==> src/rtl/fedp_cfg.svh <==
`ifndef FEDP_CFG_SVH
`define FEDP_CFG_SVH

`default_nettype none

// Product lanes, the c term is one extra lane in the aligner
`define FEDP_LANES 4

// Operand and result words
`define FEDP_WORD_W 16
`define FEDP_DATA_W 32

// Datapath widths
`define FEDP_EXP_W 10
`define FEDP_SIG_W 25
`define FEDP_ALN_W (`FEDP_SIG_W + 2)
`define FEDP_SUM_W 30

`define FEDP_BIAS 127

// Cycles from request to result
`define FEDP_LATENCY 3

`default_nettype wire

`endif

==> src/rtl/fedp_fmt_pkg.sv <==
`default_nettype none

package fedp_fmt_pkg;

    // Mode opcode carried with every request
    typedef enum logic {
        OP_BF16 = 1'b0,
        OP_INT8 = 1'b1
    } fedp_op_e;

    typedef struct packed {
        logic       sign;
        logic [7:0] exponent;
        logic [6:0] mantissa;
    } bf16_t;

    typedef struct packed {
        logic        sign;
        logic [7:0]  exponent;
        logic [22:0] mantissa;
    } fp32_t;

endpackage

`default_nettype wire

==> src/rtl/fedp_pipe_pkg.sv <==
`include "fedp_cfg.svh"

`default_nettype none

package fedp_pipe_pkg;
    import fedp_fmt_pkg::*;

    // Incoming request, a and b are bf16 or int8 in the low byte
    typedef struct packed {
        fedp_op_e                                 op;
        logic [`FEDP_LANES-1:0][`FEDP_WORD_W-1:0] a;
        logic [`FEDP_LANES-1:0][`FEDP_WORD_W-1:0] b;
        logic [`FEDP_DATA_W-1:0]                  c;
    } fedp_req_t;

    // Decode to execute, lane FEDP_LANES is the c term
    typedef struct packed {
        fedp_op_e                               op;
        logic [`FEDP_LANES:0][`FEDP_EXP_W-1:0]  exps;
        logic [`FEDP_EXP_W-1:0]                 max_exp;
        logic [`FEDP_LANES:0][`FEDP_SIG_W-1:0]  sigs;
    } fedp_dec_t;

    // Execute to result
    typedef struct packed {
        fedp_op_e                      op;
        logic signed [`FEDP_SUM_W-1:0] acc;
        logic [`FEDP_EXP_W-1:0]        max_exp;
        logic                          sticky;
    } fedp_sum_t;

endpackage

`default_nettype wire

==> src/rtl/fedp_align.sv <==
`include "fedp_cfg.svh"

`timescale 1ns/1ps
`default_nettype none

module fedp_align #(
    parameter int N     = `FEDP_LANES + 1,
    parameter int WI    = `FEDP_SIG_W,
    parameter int WO    = `FEDP_ALN_W,
    parameter int EXP_W = `FEDP_EXP_W
) (
    input  logic [N-1:0][EXP_W-1:0] exponents,
    input  logic [EXP_W-1:0]        max_exp,
    input  logic [N-1:0][WI-1:0]    sigs_in,
    input  logic                    is_int,
    output logic [N-1:0][WO-1:0]    sigs_out,
    output logic [N-1:0]            sticky_bits
);
    // Products get one more pre-shift bit than the c term
    localparam int PRE_W = WI - 23;
    localparam int MAG_W = WI - 1 + PRE_W;

    for (genvar i = 0; i < N; i++) begin : g_lane
        logic [EXP_W-1:0]   exp_diff;
        logic [7:0]         shift;
        logic [MAG_W-1:0]   mag_pre;
        logic [2*MAG_W-1:0] shifted;
        logic               overshift;
        logic [WO-2:0]      mag_aln;
        logic [WO-1:0]      fp_sig;

        // Saturate the exponent difference at 255
        assign exp_diff = max_exp - exponents[i];
        assign shift    = (|exp_diff[EXP_W-1:8]) ? 8'hff : exp_diff[7:0];

        if (i == N - 1) begin : g_c_term
            assign mag_pre = {1'b0, sigs_in[i][WI-2:0], {(PRE_W-1){1'b0}}};
        end else begin : g_prod_term
            assign mag_pre = {sigs_in[i][WI-2:0], {PRE_W{1'b0}}};
        end

        // Low half collects the bits shifted out
        assign shifted   = {mag_pre, {MAG_W{1'b0}}} >> shift;
        assign overshift = (shift >= MAG_W);
        assign mag_aln   = overshift ? '0 : shifted[MAG_W +: (WO-1)];

        assign fp_sig = sigs_in[i][WI-1] ? -{1'b0, mag_aln} : {1'b0, mag_aln};

        assign sigs_out[i]    = is_int ? WO'($signed(sigs_in[i])) : fp_sig;
        assign sticky_bits[i] = !is_int && (overshift ? (|mag_pre) : (|shifted[MAG_W-1:0]));
    end

endmodule

`default_nettype wire

==> src/rtl/fedp_decode.sv <==
`include "fedp_cfg.svh"

`timescale 1ns/1ps
`default_nettype none

module fedp_decode import fedp_fmt_pkg::*, fedp_pipe_pkg::*; (
    input  logic      clk,
    input  logic      arst_n,
    input  logic      req_valid,
    input  fedp_req_t req,
    output logic      dec_valid,
    output fedp_dec_t dec
);
    // Zero lanes take the most negative exponent so they never win the max
    localparam logic [`FEDP_EXP_W-1:0] EXP_MIN = {1'b1, {(`FEDP_EXP_W-1){1'b0}}};

    logic                                  is_int;
    logic [`FEDP_LANES:0][`FEDP_EXP_W-1:0] lane_exp;
    logic [`FEDP_LANES:0][`FEDP_SIG_W-1:0] lane_sig;
    logic [`FEDP_EXP_W-1:0]                max_exp;
    fp32_t                                 op_c;

    assign is_int = (req.op == OP_INT8);

    for (genvar i = 0; i < `FEDP_LANES; i++) begin : g_prod
        bf16_t                  op_a;
        bf16_t                  op_b;
        logic                   lane_zero;
        logic [15:0]            prod_f;
        logic signed [15:0]     prod_i;
        logic [`FEDP_EXP_W-1:0] exp_sum;

        assign op_a      = req.a[i];
        assign op_b      = req.b[i];
        assign lane_zero = (op_a.exponent == 8'd0) || (op_b.exponent == 8'd0);

        // Hidden-bit significands give a 2.14 product
        assign prod_f  = {1'b1, op_a.mantissa} * {1'b1, op_b.mantissa};
        assign prod_i  = $signed(req.a[i][7:0]) * $signed(req.b[i][7:0]);
        assign exp_sum = `FEDP_EXP_W'(op_a.exponent) + `FEDP_EXP_W'(op_b.exponent)
                       - `FEDP_EXP_W'(`FEDP_BIAS);

        assign lane_exp[i] = is_int    ? '0 :
                             lane_zero ? EXP_MIN : exp_sum;
        assign lane_sig[i] = is_int    ? {{(`FEDP_SIG_W-16){prod_i[15]}}, prod_i} :
                             lane_zero ? '0 :
                             {op_a.sign ^ op_b.sign, prod_f, {(`FEDP_SIG_W-17){1'b0}}};
    end

    // c term, fp32 or a 24-bit signed integer
    assign op_c = req.c;

    assign lane_exp[`FEDP_LANES] = is_int ? '0 :
                                   (op_c.exponent == 8'd0) ? EXP_MIN :
                                   `FEDP_EXP_W'(op_c.exponent);
    assign lane_sig[`FEDP_LANES] = is_int ? {{(`FEDP_SIG_W-24){req.c[23]}}, req.c[23:0]} :
                                   (op_c.exponent == 8'd0) ? '0 :
                                   {op_c.sign, 1'b1, op_c.mantissa};

    // Lane exponents are signed
    always_comb begin
        max_exp = lane_exp[0];
        for (int i = 1; i <= `FEDP_LANES; i++) begin
            if ($signed(lane_exp[i]) > $signed(max_exp)) begin
                max_exp = lane_exp[i];
            end
        end
    end

    always_ff @(posedge clk or negedge arst_n) begin
        if (!arst_n) begin
            dec_valid <= 1'b0;
        end else begin
            dec_valid <= req_valid;
        end
    end

    always_ff @(posedge clk) begin
        if (req_valid) begin
            dec.op      <= req.op;
            dec.exps    <= lane_exp;
            dec.max_exp <= max_exp;
            dec.sigs    <= lane_sig;
        end
    end

endmodule

`default_nettype wire

==> src/rtl/fedp_execute.sv <==
`include "fedp_cfg.svh"

`timescale 1ns/1ps
`default_nettype none

module fedp_execute import fedp_fmt_pkg::*, fedp_pipe_pkg::*; (
    input  logic      clk,
    input  logic      arst_n,
    input  logic      dec_valid,
    input  fedp_dec_t dec,
    output logic      sum_valid,
    output fedp_sum_t sum
);
    logic [`FEDP_LANES:0][`FEDP_ALN_W-1:0] aligned;
    logic [`FEDP_LANES:0]                  lane_sticky;
    logic [`FEDP_LANES:0][`FEDP_SUM_W-1:0] lane_ext;
    logic [`FEDP_SUM_W-1:0]                pair_lo;
    logic [`FEDP_SUM_W-1:0]                pair_hi;
    logic [`FEDP_SUM_W-1:0]                total;

    fedp_align #(
        .N     (`FEDP_LANES + 1),
        .WI    (`FEDP_SIG_W),
        .WO    (`FEDP_ALN_W),
        .EXP_W (`FEDP_EXP_W)
    ) i_fedp_align (
        .exponents   (dec.exps),
        .max_exp     (dec.max_exp),
        .sigs_in     (dec.sigs),
        .is_int      (dec.op == OP_INT8),
        .sigs_out    (aligned),
        .sticky_bits (lane_sticky)
    );

    for (genvar i = 0; i <= `FEDP_LANES; i++) begin : g_ext
        assign lane_ext[i] = {{(`FEDP_SUM_W-`FEDP_ALN_W){aligned[i][`FEDP_ALN_W-1]}},
                              aligned[i]};
    end

    // Two product pairs, then the c term joins
    assign pair_lo = lane_ext[0] + lane_ext[1];
    assign pair_hi = lane_ext[2] + lane_ext[3];
    assign total   = pair_lo + pair_hi + lane_ext[`FEDP_LANES];

    always_ff @(posedge clk or negedge arst_n) begin
        if (!arst_n) begin
            sum_valid <= 1'b0;
        end else begin
            sum_valid <= dec_valid;
        end
    end

    always_ff @(posedge clk) begin
        if (dec_valid) begin
            sum.op      <= dec.op;
            sum.acc     <= total;
            sum.max_exp <= dec.max_exp;
            sum.sticky  <= |lane_sticky;
        end
    end

endmodule

`default_nettype wire

==> src/rtl/fedp_result.sv <==
`include "fedp_cfg.svh"

`timescale 1ns/1ps
`default_nettype none

module fedp_result import fedp_fmt_pkg::*, fedp_pipe_pkg::*; (
    input  logic                    clk,
    input  logic                    arst_n,
    input  logic                    sum_valid,
    input  fedp_sum_t               sum,
    output logic                    res_valid,
    output logic [`FEDP_DATA_W-1:0] res
);
    localparam int MAG_W   = `FEDP_SUM_W - 1;
    localparam int LZ_W    = $clog2(MAG_W);
    // Leading one at the top bit has weight 2^POINT_OFS
    localparam int POINT_OFS = MAG_W - `FEDP_SIG_W;
    localparam int FRAC_LO   = MAG_W - 24;

    logic                    sign;
    logic [`FEDP_SUM_W-1:0]  abs_acc;
    logic [MAG_W-1:0]        mag;
    logic [LZ_W-1:0]         lz;
    logic [MAG_W-1:0]        norm;
    logic [23:0]             sig;
    logic                    guard;
    logic                    rnd;
    logic                    round_up;
    logic [24:0]             sig_rnd;
    logic                    carry;
    logic [22:0]             mant;
    logic signed [11:0]      exp_calc;
    fp32_t                   res_fp;
    logic [`FEDP_DATA_W-1:0] res_int;
    logic [`FEDP_DATA_W-1:0] res_next;

    assign sign    = sum.acc[`FEDP_SUM_W-1];
    assign abs_acc = sign ? -sum.acc : sum.acc;
    assign mag     = abs_acc[MAG_W-1:0];

    // Highest set bit wins
    always_comb begin
        lz = '0;
        for (int i = 0; i < MAG_W; i++) begin
            if (mag[i]) begin
                lz = LZ_W'(MAG_W - 1 - i);
            end
        end
    end

    assign norm  = mag << lz;
    assign sig   = norm[MAG_W-1 -: 24];
    assign guard = norm[FRAC_LO-1];
    assign rnd   = (|norm[FRAC_LO-2:0]) | sum.sticky;

    // Nearest even
    assign round_up = guard & (rnd | sig[0]);
    assign sig_rnd  = {1'b0, sig} + 25'(round_up);
    assign carry    = sig_rnd[24];
    assign mant     = carry ? sig_rnd[23:1] : sig_rnd[22:0];

    assign exp_calc = $signed({{2{sum.max_exp[`FEDP_EXP_W-1]}}, sum.max_exp})
                    + 12'(POINT_OFS) - 12'(lz) + 12'(carry);

    always_comb begin
        if (mag == '0) begin
            res_fp = '0;
        end else if (exp_calc <= 0) begin
            res_fp = {sign, 31'd0};
        end else if (exp_calc >= 255) begin
            res_fp = {sign, 8'hff, 23'd0};
        end else begin
            res_fp = {sign, exp_calc[7:0], mant};
        end
    end

    assign res_int  = {{(`FEDP_DATA_W-`FEDP_SUM_W){sign}}, sum.acc};
    assign res_next = (sum.op == OP_INT8) ? res_int : res_fp;

    always_ff @(posedge clk or negedge arst_n) begin
        if (!arst_n) begin
            res_valid <= 1'b0;
        end else begin
            res_valid <= sum_valid;
        end
    end

    always_ff @(posedge clk) begin
        if (sum_valid) begin
            res <= res_next;
        end
    end

endmodule

`default_nettype wire

==> src/rtl/fedp_top.sv <==
`include "fedp_cfg.svh"

`timescale 1ns/1ps
`default_nettype none

module fedp_top import fedp_pipe_pkg::*; (
    input  logic                    clk,
    input  logic                    arst_n,
    input  logic                    req_valid,
    input  fedp_req_t               req,
    output logic                    res_valid,
    output logic [`FEDP_DATA_W-1:0] res
);
    logic      dec_valid;
    fedp_dec_t dec;
    logic      sum_valid;
    fedp_sum_t sum;

    fedp_decode i_fedp_decode (
        .clk       (clk),
        .arst_n    (arst_n),
        .req_valid (req_valid),
        .req       (req),
        .dec_valid (dec_valid),
        .dec       (dec)
    );

    fedp_execute i_fedp_execute (
        .clk       (clk),
        .arst_n    (arst_n),
        .dec_valid (dec_valid),
        .dec       (dec),
        .sum_valid (sum_valid),
        .sum       (sum)
    );

    fedp_result i_fedp_result (
        .clk       (clk),
        .arst_n    (arst_n),
        .sum_valid (sum_valid),
        .sum       (sum),
        .res_valid (res_valid),
        .res       (res)
    );

endmodule

`default_nettype wire

==> config.mk <==
export PLATFORM = sky130hd
export DESIGN_NAME = fedp_top
export DESIGN_NICKNAME = d
export VERILOG_FILES = /design/src/rtl/fedp_fmt_pkg.sv /design/src/rtl/fedp_pipe_pkg.sv /design/src/rtl/fedp_align.sv /design/src/rtl/fedp_decode.sv /design/src/rtl/fedp_execute.sv /design/src/rtl/fedp_result.sv /design/src/rtl/fedp_top.sv
export VERILOG_INCLUDE_DIRS = /design/src /design/src/rtl
export SDC_FILE = /design/constraint.sdc
export NUM_CORES = 2
export LEC_CHECK = 0
export ABC_AREA = 1
export BUFFER_PORTS_ARGS = -buffer_cell sky130_fd_sc_hd__buf_4
export CORE_MARGIN = 4
export CORE_UTILIZATION = 50
export CTS_CLUSTER_DIAMETER = 120
export DETAILED_ROUTE_END_ITERATION = 8
export PLACE_DENSITY_LB_ADDON = 0.1
export SYNTH_ARGS = -nofsm -noshare
export SYNTH_HDL_FRONTEND = slang
export SYNTH_SLANG_ARGS = --single-unit
==> constraint.sdc <==
create_clock -name clk -period 26 [get_ports clk]
set_clock_uncertainty 0.2 [all_clocks]
set_input_delay 5.2 -clock clk [delete_from_list [all_inputs] [get_ports clk]]
set_output_delay 5.2 -clock clk [all_outputs]
set_load 0.005 [all_outputs]
# --- Word level (Yosys, flattened, before mapping) ---
# Index checks and enable logic that the tools add are counted.
totals:
  regBits: 263
  in_bits: 164
  out_inout_bits: 33
  word_cells: 200
classes:
  n_addsub: 27
  mul: 8
  order_cmp: 11
  shifts: 6
  muxes: 84
  bitwise: 7
  reduce_logical: 37
ops:
  columns: ["operator", "n"]
  rows:
  - ["27-bit two-way mux", 10]
  - ["25-bit two-way mux", 10]
  - ["52-bit by 8-bit right shift with 52-bit output", 4]
  - ["5-bit two-way mux", 29]
  - ["10-bit two-way mux", 14]
  - ["26-bit negation with 27-bit output", 5]
  - ["26-bit two-way mux", 5]
  - ["26-bit OR reduction", 5]
  - ["8-bit by 8-bit multiplier with 16-bit output", 8]
  - ["24-bit OR reduction", 5]
  - ["8-bit zero test", 9]
  - ["32-bit two-way mux", 2]
  - ["31-bit two-way mux", 2]
  - ["30-bit adder", 2]
  - ["27-bit by 27-bit adder with 28-bit output", 2]
  - ["51-bit by 8-bit right shift with 52-bit output", 1]
  - ["10-bit subtractor", 5]
  - ["8-bit by 5-bit >= comparator with 1-bit output (second input constant)", 5]
  - ["10-bit > comparator", 4]
  - ["8-bit two-way mux", 5]
  - ["10-bit by 7-bit subtractor with 10-bit output (second input constant)", 4]
  - ["8-bit by 8-bit adder with 9-bit output", 4]
  - ["29-bit zero test", 1]
  - ["29-bit two-way mux", 1]
  - ["19 further kinds", 38]

# --- Depth between registers and ports, before layout ---
logic_depth:
  depth_word: 43
  depth_mapped: 74
  ltp_nobuf: 74

# --- Cells and area by module ---
# From an unflattened synthesis, not the netlist that was laid out.
hier_totals:
  cells_unflattened: 8439
  hier_area_um2: 55539.5
by_module_without_submodules:
  columns: ["module", "instances", "cells_per_inst", "area_per_inst_um2", "seq_area_each_um2"]
  rows:
  - ["fedp_decode", 1, 2919, 25667.1, 5580.4]
  - ["fedp_align", 1, 3738, 18077.3, 0.0]
  - ["fedp_execute", 1, 819, 6082.1, 1286.2]
  - ["fedp_result", 1, 963, 5713.0, 985.9]

# --- Worst setup path before layout ---
# No wires, ideal clock.
synth_timing:
  kind: "input to register"
  start: "input req[41] in the netlist's numbering"
  end: "register i_fedp_decode.dec[126] (netlist name)"
  setup_time_ns: 0.265
  t_arrival_ns: 13.654
  t_required_ns: 25.535
  slack_ns: 11.881
  stages: 60
  n_path_buf: 7
  cell_sequence: "ha_1 -> nand2_1 -> nor2_1 -> a211oi_1 -> o21ai_0 -> a21oi_1 -> nor2_1 -> nor2_1 -> nor2_1 -> nor2_1 -> xor2_1 -> nor2_1 -> o21ai_0 -> ha_1 -> nand2_1 -> inv_1 -> a221oi_1 -> o21ai_0 -> [24 not listed] -> nand2_1 -> a2111oi_0 -> a211o_1 -> buf_1 -> buf_1 -> o21ai_0 -> ha_1 -> inv_1 -> nor2_1 -> o21ai_0 -> nand2_1 -> nor2_1 -> o21ai_0 -> a21o_1 -> nand3_1 -> o21ai_1 -> clkbuf_1 -> o21ai_0"
synth_via:
  elab_chain_len: 12
  word_cells_on_any_way: 14
  cone_classes: "2 x add/sub; 4 x order compare; 6 x mux; 2 x reduce/logical"
synth_rtl:
  columns: ["item", "line", "source"]
  rows:
  - ["from (decl)", "fedp_top.sv:10", "input fedp_req_t req,"]
  - ["8-bit by 8-bit adder with 9-bit output (no line) / 8-bit zero test (equally long branches)", null, null]
  - ["10-bit by 7-bit subtractor with 10-bit output (no line) / 1-bit logical OR (equally long branches)", null, null]
  - ["10-bit two-way mux (*)", "fedp_decode.sv:44", "lane_zero ? EXP_MIN : exp_sum;"]
  - ["10-bit two-way mux (*)", "fedp_decode.sv:43", "assign lane_exp[i] = is_int ? '0 :"]
  - ["10-bit > comparator", "fedp_decode.sv:64", "if ($signed(lane_exp[i]) > $signed(max_exp)) begin"]
  - ["10-bit two-way mux (*)", "fedp_decode.sv:64", null]
  - ["10-bit > comparator", "fedp_decode.sv:64", null]
  - ["10-bit two-way mux (*)", "fedp_decode.sv:64", null]
  - ["10-bit > comparator", "fedp_decode.sv:64", null]
  - ["10-bit two-way mux (*)", "fedp_decode.sv:64", null]
  - ["10-bit > comparator", "fedp_decode.sv:64", null]
  - ["10-bit two-way mux (*)", "fedp_decode.sv:64", null]
  - ["via i_fedp_decode.max_exp[1]", "fedp_decode.sv:20", "logic [`FEDP_EXP_W-1:0] max_exp;"]
# The timed path passes the listed nets; every way through them passes the cells marked *.
# A chain may end at the register's enable or synchronous reset.

==> reports/metrics.cfg <==
[outcome]
status = complete, no violations

[clocking]
clk_latency_ns = 0.57
clock-sinks = 262
numCtsBuffers = 34
cts_tree = built
htree_levels = 2
cts_resized = 0
hold_buffers = 0
path_clk_slew_ns = 0.06
cts_buffer_depth = 3
ctsRootBufferMaster = clkbuf_16
cts_setup_buffers = 0

[setup_path]
r2r-start = i_fedp_decode.dec[126]$_DFFE_PP_
start_kind = input pin
cp-startpoint = req[160]
cp_max_fo = 30
reg2reg_slack_ns = 13.26
cp_common_cell = o21ai_0
crit_required_ns = 26.05
cp-end-kind = flop
ff2ff_path_depth = 57
max_stage_delay_ns = 0.56
critPathKind = input pin to flop
slowest_stage = o21ai_1
arrival_ns = 15.25

[timing]
rsz0062_at_grt = false
fin_crit_ns = 15.20
slew_headroom = 0.185
period_share = 0.585
fmax_mhz = 65.8
finalSetupViolCount = 0
final.setup.tns_ns = 0
hold_viol_final = 0
drv_slew = 0
worst_pin_slew_ns = 1.22

[global_routing]
grt-ovfl-total = 0
grt_pass1_wl_microns = 253000
grt_max_degree = 80
grt_usage = 0.297
grt_pass1_vias = 46400
antenna_found_initial = 3

[logic_synthesis]
synth_xor_area_frac = 0.0532
synth_mux_area_frac = 0.00453
synth_seq_area_share = 0.154
synth_cell_types = 66
synthArstFlopShare = 0.0115
synth-edff-count = 259
synthAdderAreaFrac = 0.264
ys.flop_type = edfxtp_1
synthesis.area_sq_um = 50800
synth.avg_cell_area_sq_um = 6.72
synth_top_family_by_area = simple AND/OR/NAND/NOR gates
synth_compound_area_frac = 0.123
synthSimpleGateAreaFrac = 0.284
syn_inst = 7561
synth_nets = 8568
synth-seq-cells = 262
yosysWarnings = 0

[placement]
port_buffers = 196
gp_congestion = 0.965
detailed_place_hpwl_microns = 135000

[floorplanning]
die_w_microns = 327
coreArea_sq_um = 100000
die_y_microns = 327
die_area_sq_um = 107000
ios = 197
initial_core_util = 0.506
rows = 116

[routing]
num_vias = 48600
viasPerCell = 5.44
wl_per_cell_microns = 18.1
drc = 0
first_pass_iters = 6
ant_nets = 0
drt_wl_total_microns = 162000
drt_iter0_drc = 4214

[finish]
layout_commonest_cell = nand2_1
final_nets = 8559
fillers = 10300
drive_gt1_frac = 0.0553
layout.cells.most_common_list = 1935 x nand2_1, 1241 x inv_1, 677 x nor2_1, 584 x o21ai_0, 487 x nand3_1
syn_to_final_growth_pct = 6.50

[hold_path]
holdPathStages = 0
min_from = i_fedp_decode.dec[125]$_DFFE_PP_
hp-class = flop to flop

[job]
maxCapViolations = 0

## worst paths after layout
kind	endpoint
worst min register to register	i_fedp_execute.sum[1]$_DFFE_PP_
worst max-delay path	i_fedp_decode.dec[126]$_DFFE_PP_
min in group asynchronous	i_fedp_result.res_valid$_DFF_PN0_
worst min-delay path	i_fedp_execute.sum[1]$_DFFE_PP_
worst max register to register	i_fedp_execute.sum[39]$_DFFE_PP_
max in group asynchronous	i_fedp_decode.dec_valid$_DFF_PN0_
## worst max-delay path, delay by kind of cell
kind,cells,cell delay (ns)
AOI/OAI and AO/OA,23,5.40
buffers and inverters,7,1.74
and+or+nand+nor,17,1.52
adders and majority gates,4,1.32
## layout make-up
class,instances,area (sq um),share of cell area
Multi-Input combinational cell,5760,37100,0.685
Antenna cell,2,5.00,0.0000924
Timing Repair Buffer,228,1720,0.0317
Inverter,1266,4760,0.0879
Clock inverter,21,155,0.00287
Clock buffer,38,887,0.0164
Tap cell,1357,1700,0.0314
Sequential cell,262,7850,0.145
## flip-flops by register name (all words and copies together) (netlist names)
name	cells
i_fedp_decode.dec	185
i_fedp_decode.dec_valid	1
i_fedp_execute.sum_valid	1
i_fedp_result.res	32
i_fedp_result.res_valid	1
i_fedp_execute.sum	42
## cell usage after synthesis (9+ instances only)
master    instances  area [sq um]
a21oi_1         311          1560
a22o_1           13           114
a31oi_1          24           150
and2_1            9          56.3
buf_1            28           105
buf_2            53           265
buf_4            11          82.6
clkbuf_1        176           661
edfxtp_1        259          7780
fa_1            385          7710
ha_1            458          5730
inv_1          1242          4660
inv_2            17          63.8
mux2i_1          23           230
nand2_1        1935          7260
nand2_2          17           106
nand3_1         487          2440
nand3_2           9          90.1
nand3b_1         13          97.6
nand4_1          77           482
nor2_1          679          2550
nor2_2           17           106
nor2_4            9           101
nor3_1           74           370
nor4_1           55           344
o211ai_1         17           128
o21a_1            9          67.6
o21ai_0         584          2920
o21ai_1          53           265
o21bai_1         36           270
o22ai_1          26           163
o31ai_1          21           158
or2_2            40           250
xnor2_1         110           963
xor2_1          195          1710
## logic make-up (layout without fill, tap and decap cells)
kind of cell,after synthesis,after routing
AND/OR/NAND/NOR,3440,3440
buffers and inverters,1539,1553
AO/OA/AOI/OAI,1147,1147
adder cells (fa/ha/maj),843,843
XOR/XNOR,307,307
flip-flops,262,262
multiplexers,23,23
other,0,2
## routing by layer
| layer | global-route usage | routed length, microns |
|---|---|---|
| met5 | 0 | 12 |
| met4 | 0.0955 | 5780 |
| met3 | 0.0370 | 10600 |
| met2 | 0.482 | 72600 |
| met1 | 0.413 | 72600 |
## metrics by stage
stage	std cells	setup slack [ns]	utilization	hold slack, ns	cell area (sq um)
floorplan	7561	11.88	-	0.224	50800
global placement	8873	10.31	0.529	0.466	53100
detailed placement	8873	10.23	0.529	0.480	53100
CTS	8932	10.77	0.539	0.452	54100
global route	8932	9.59	0.539	0.471	54100
finish	8934	10.80	0.539	0.481	54100
Power is not shown: default switching activity piles up to over one toggle a cycle in this logic, so the estimate is an artifact.
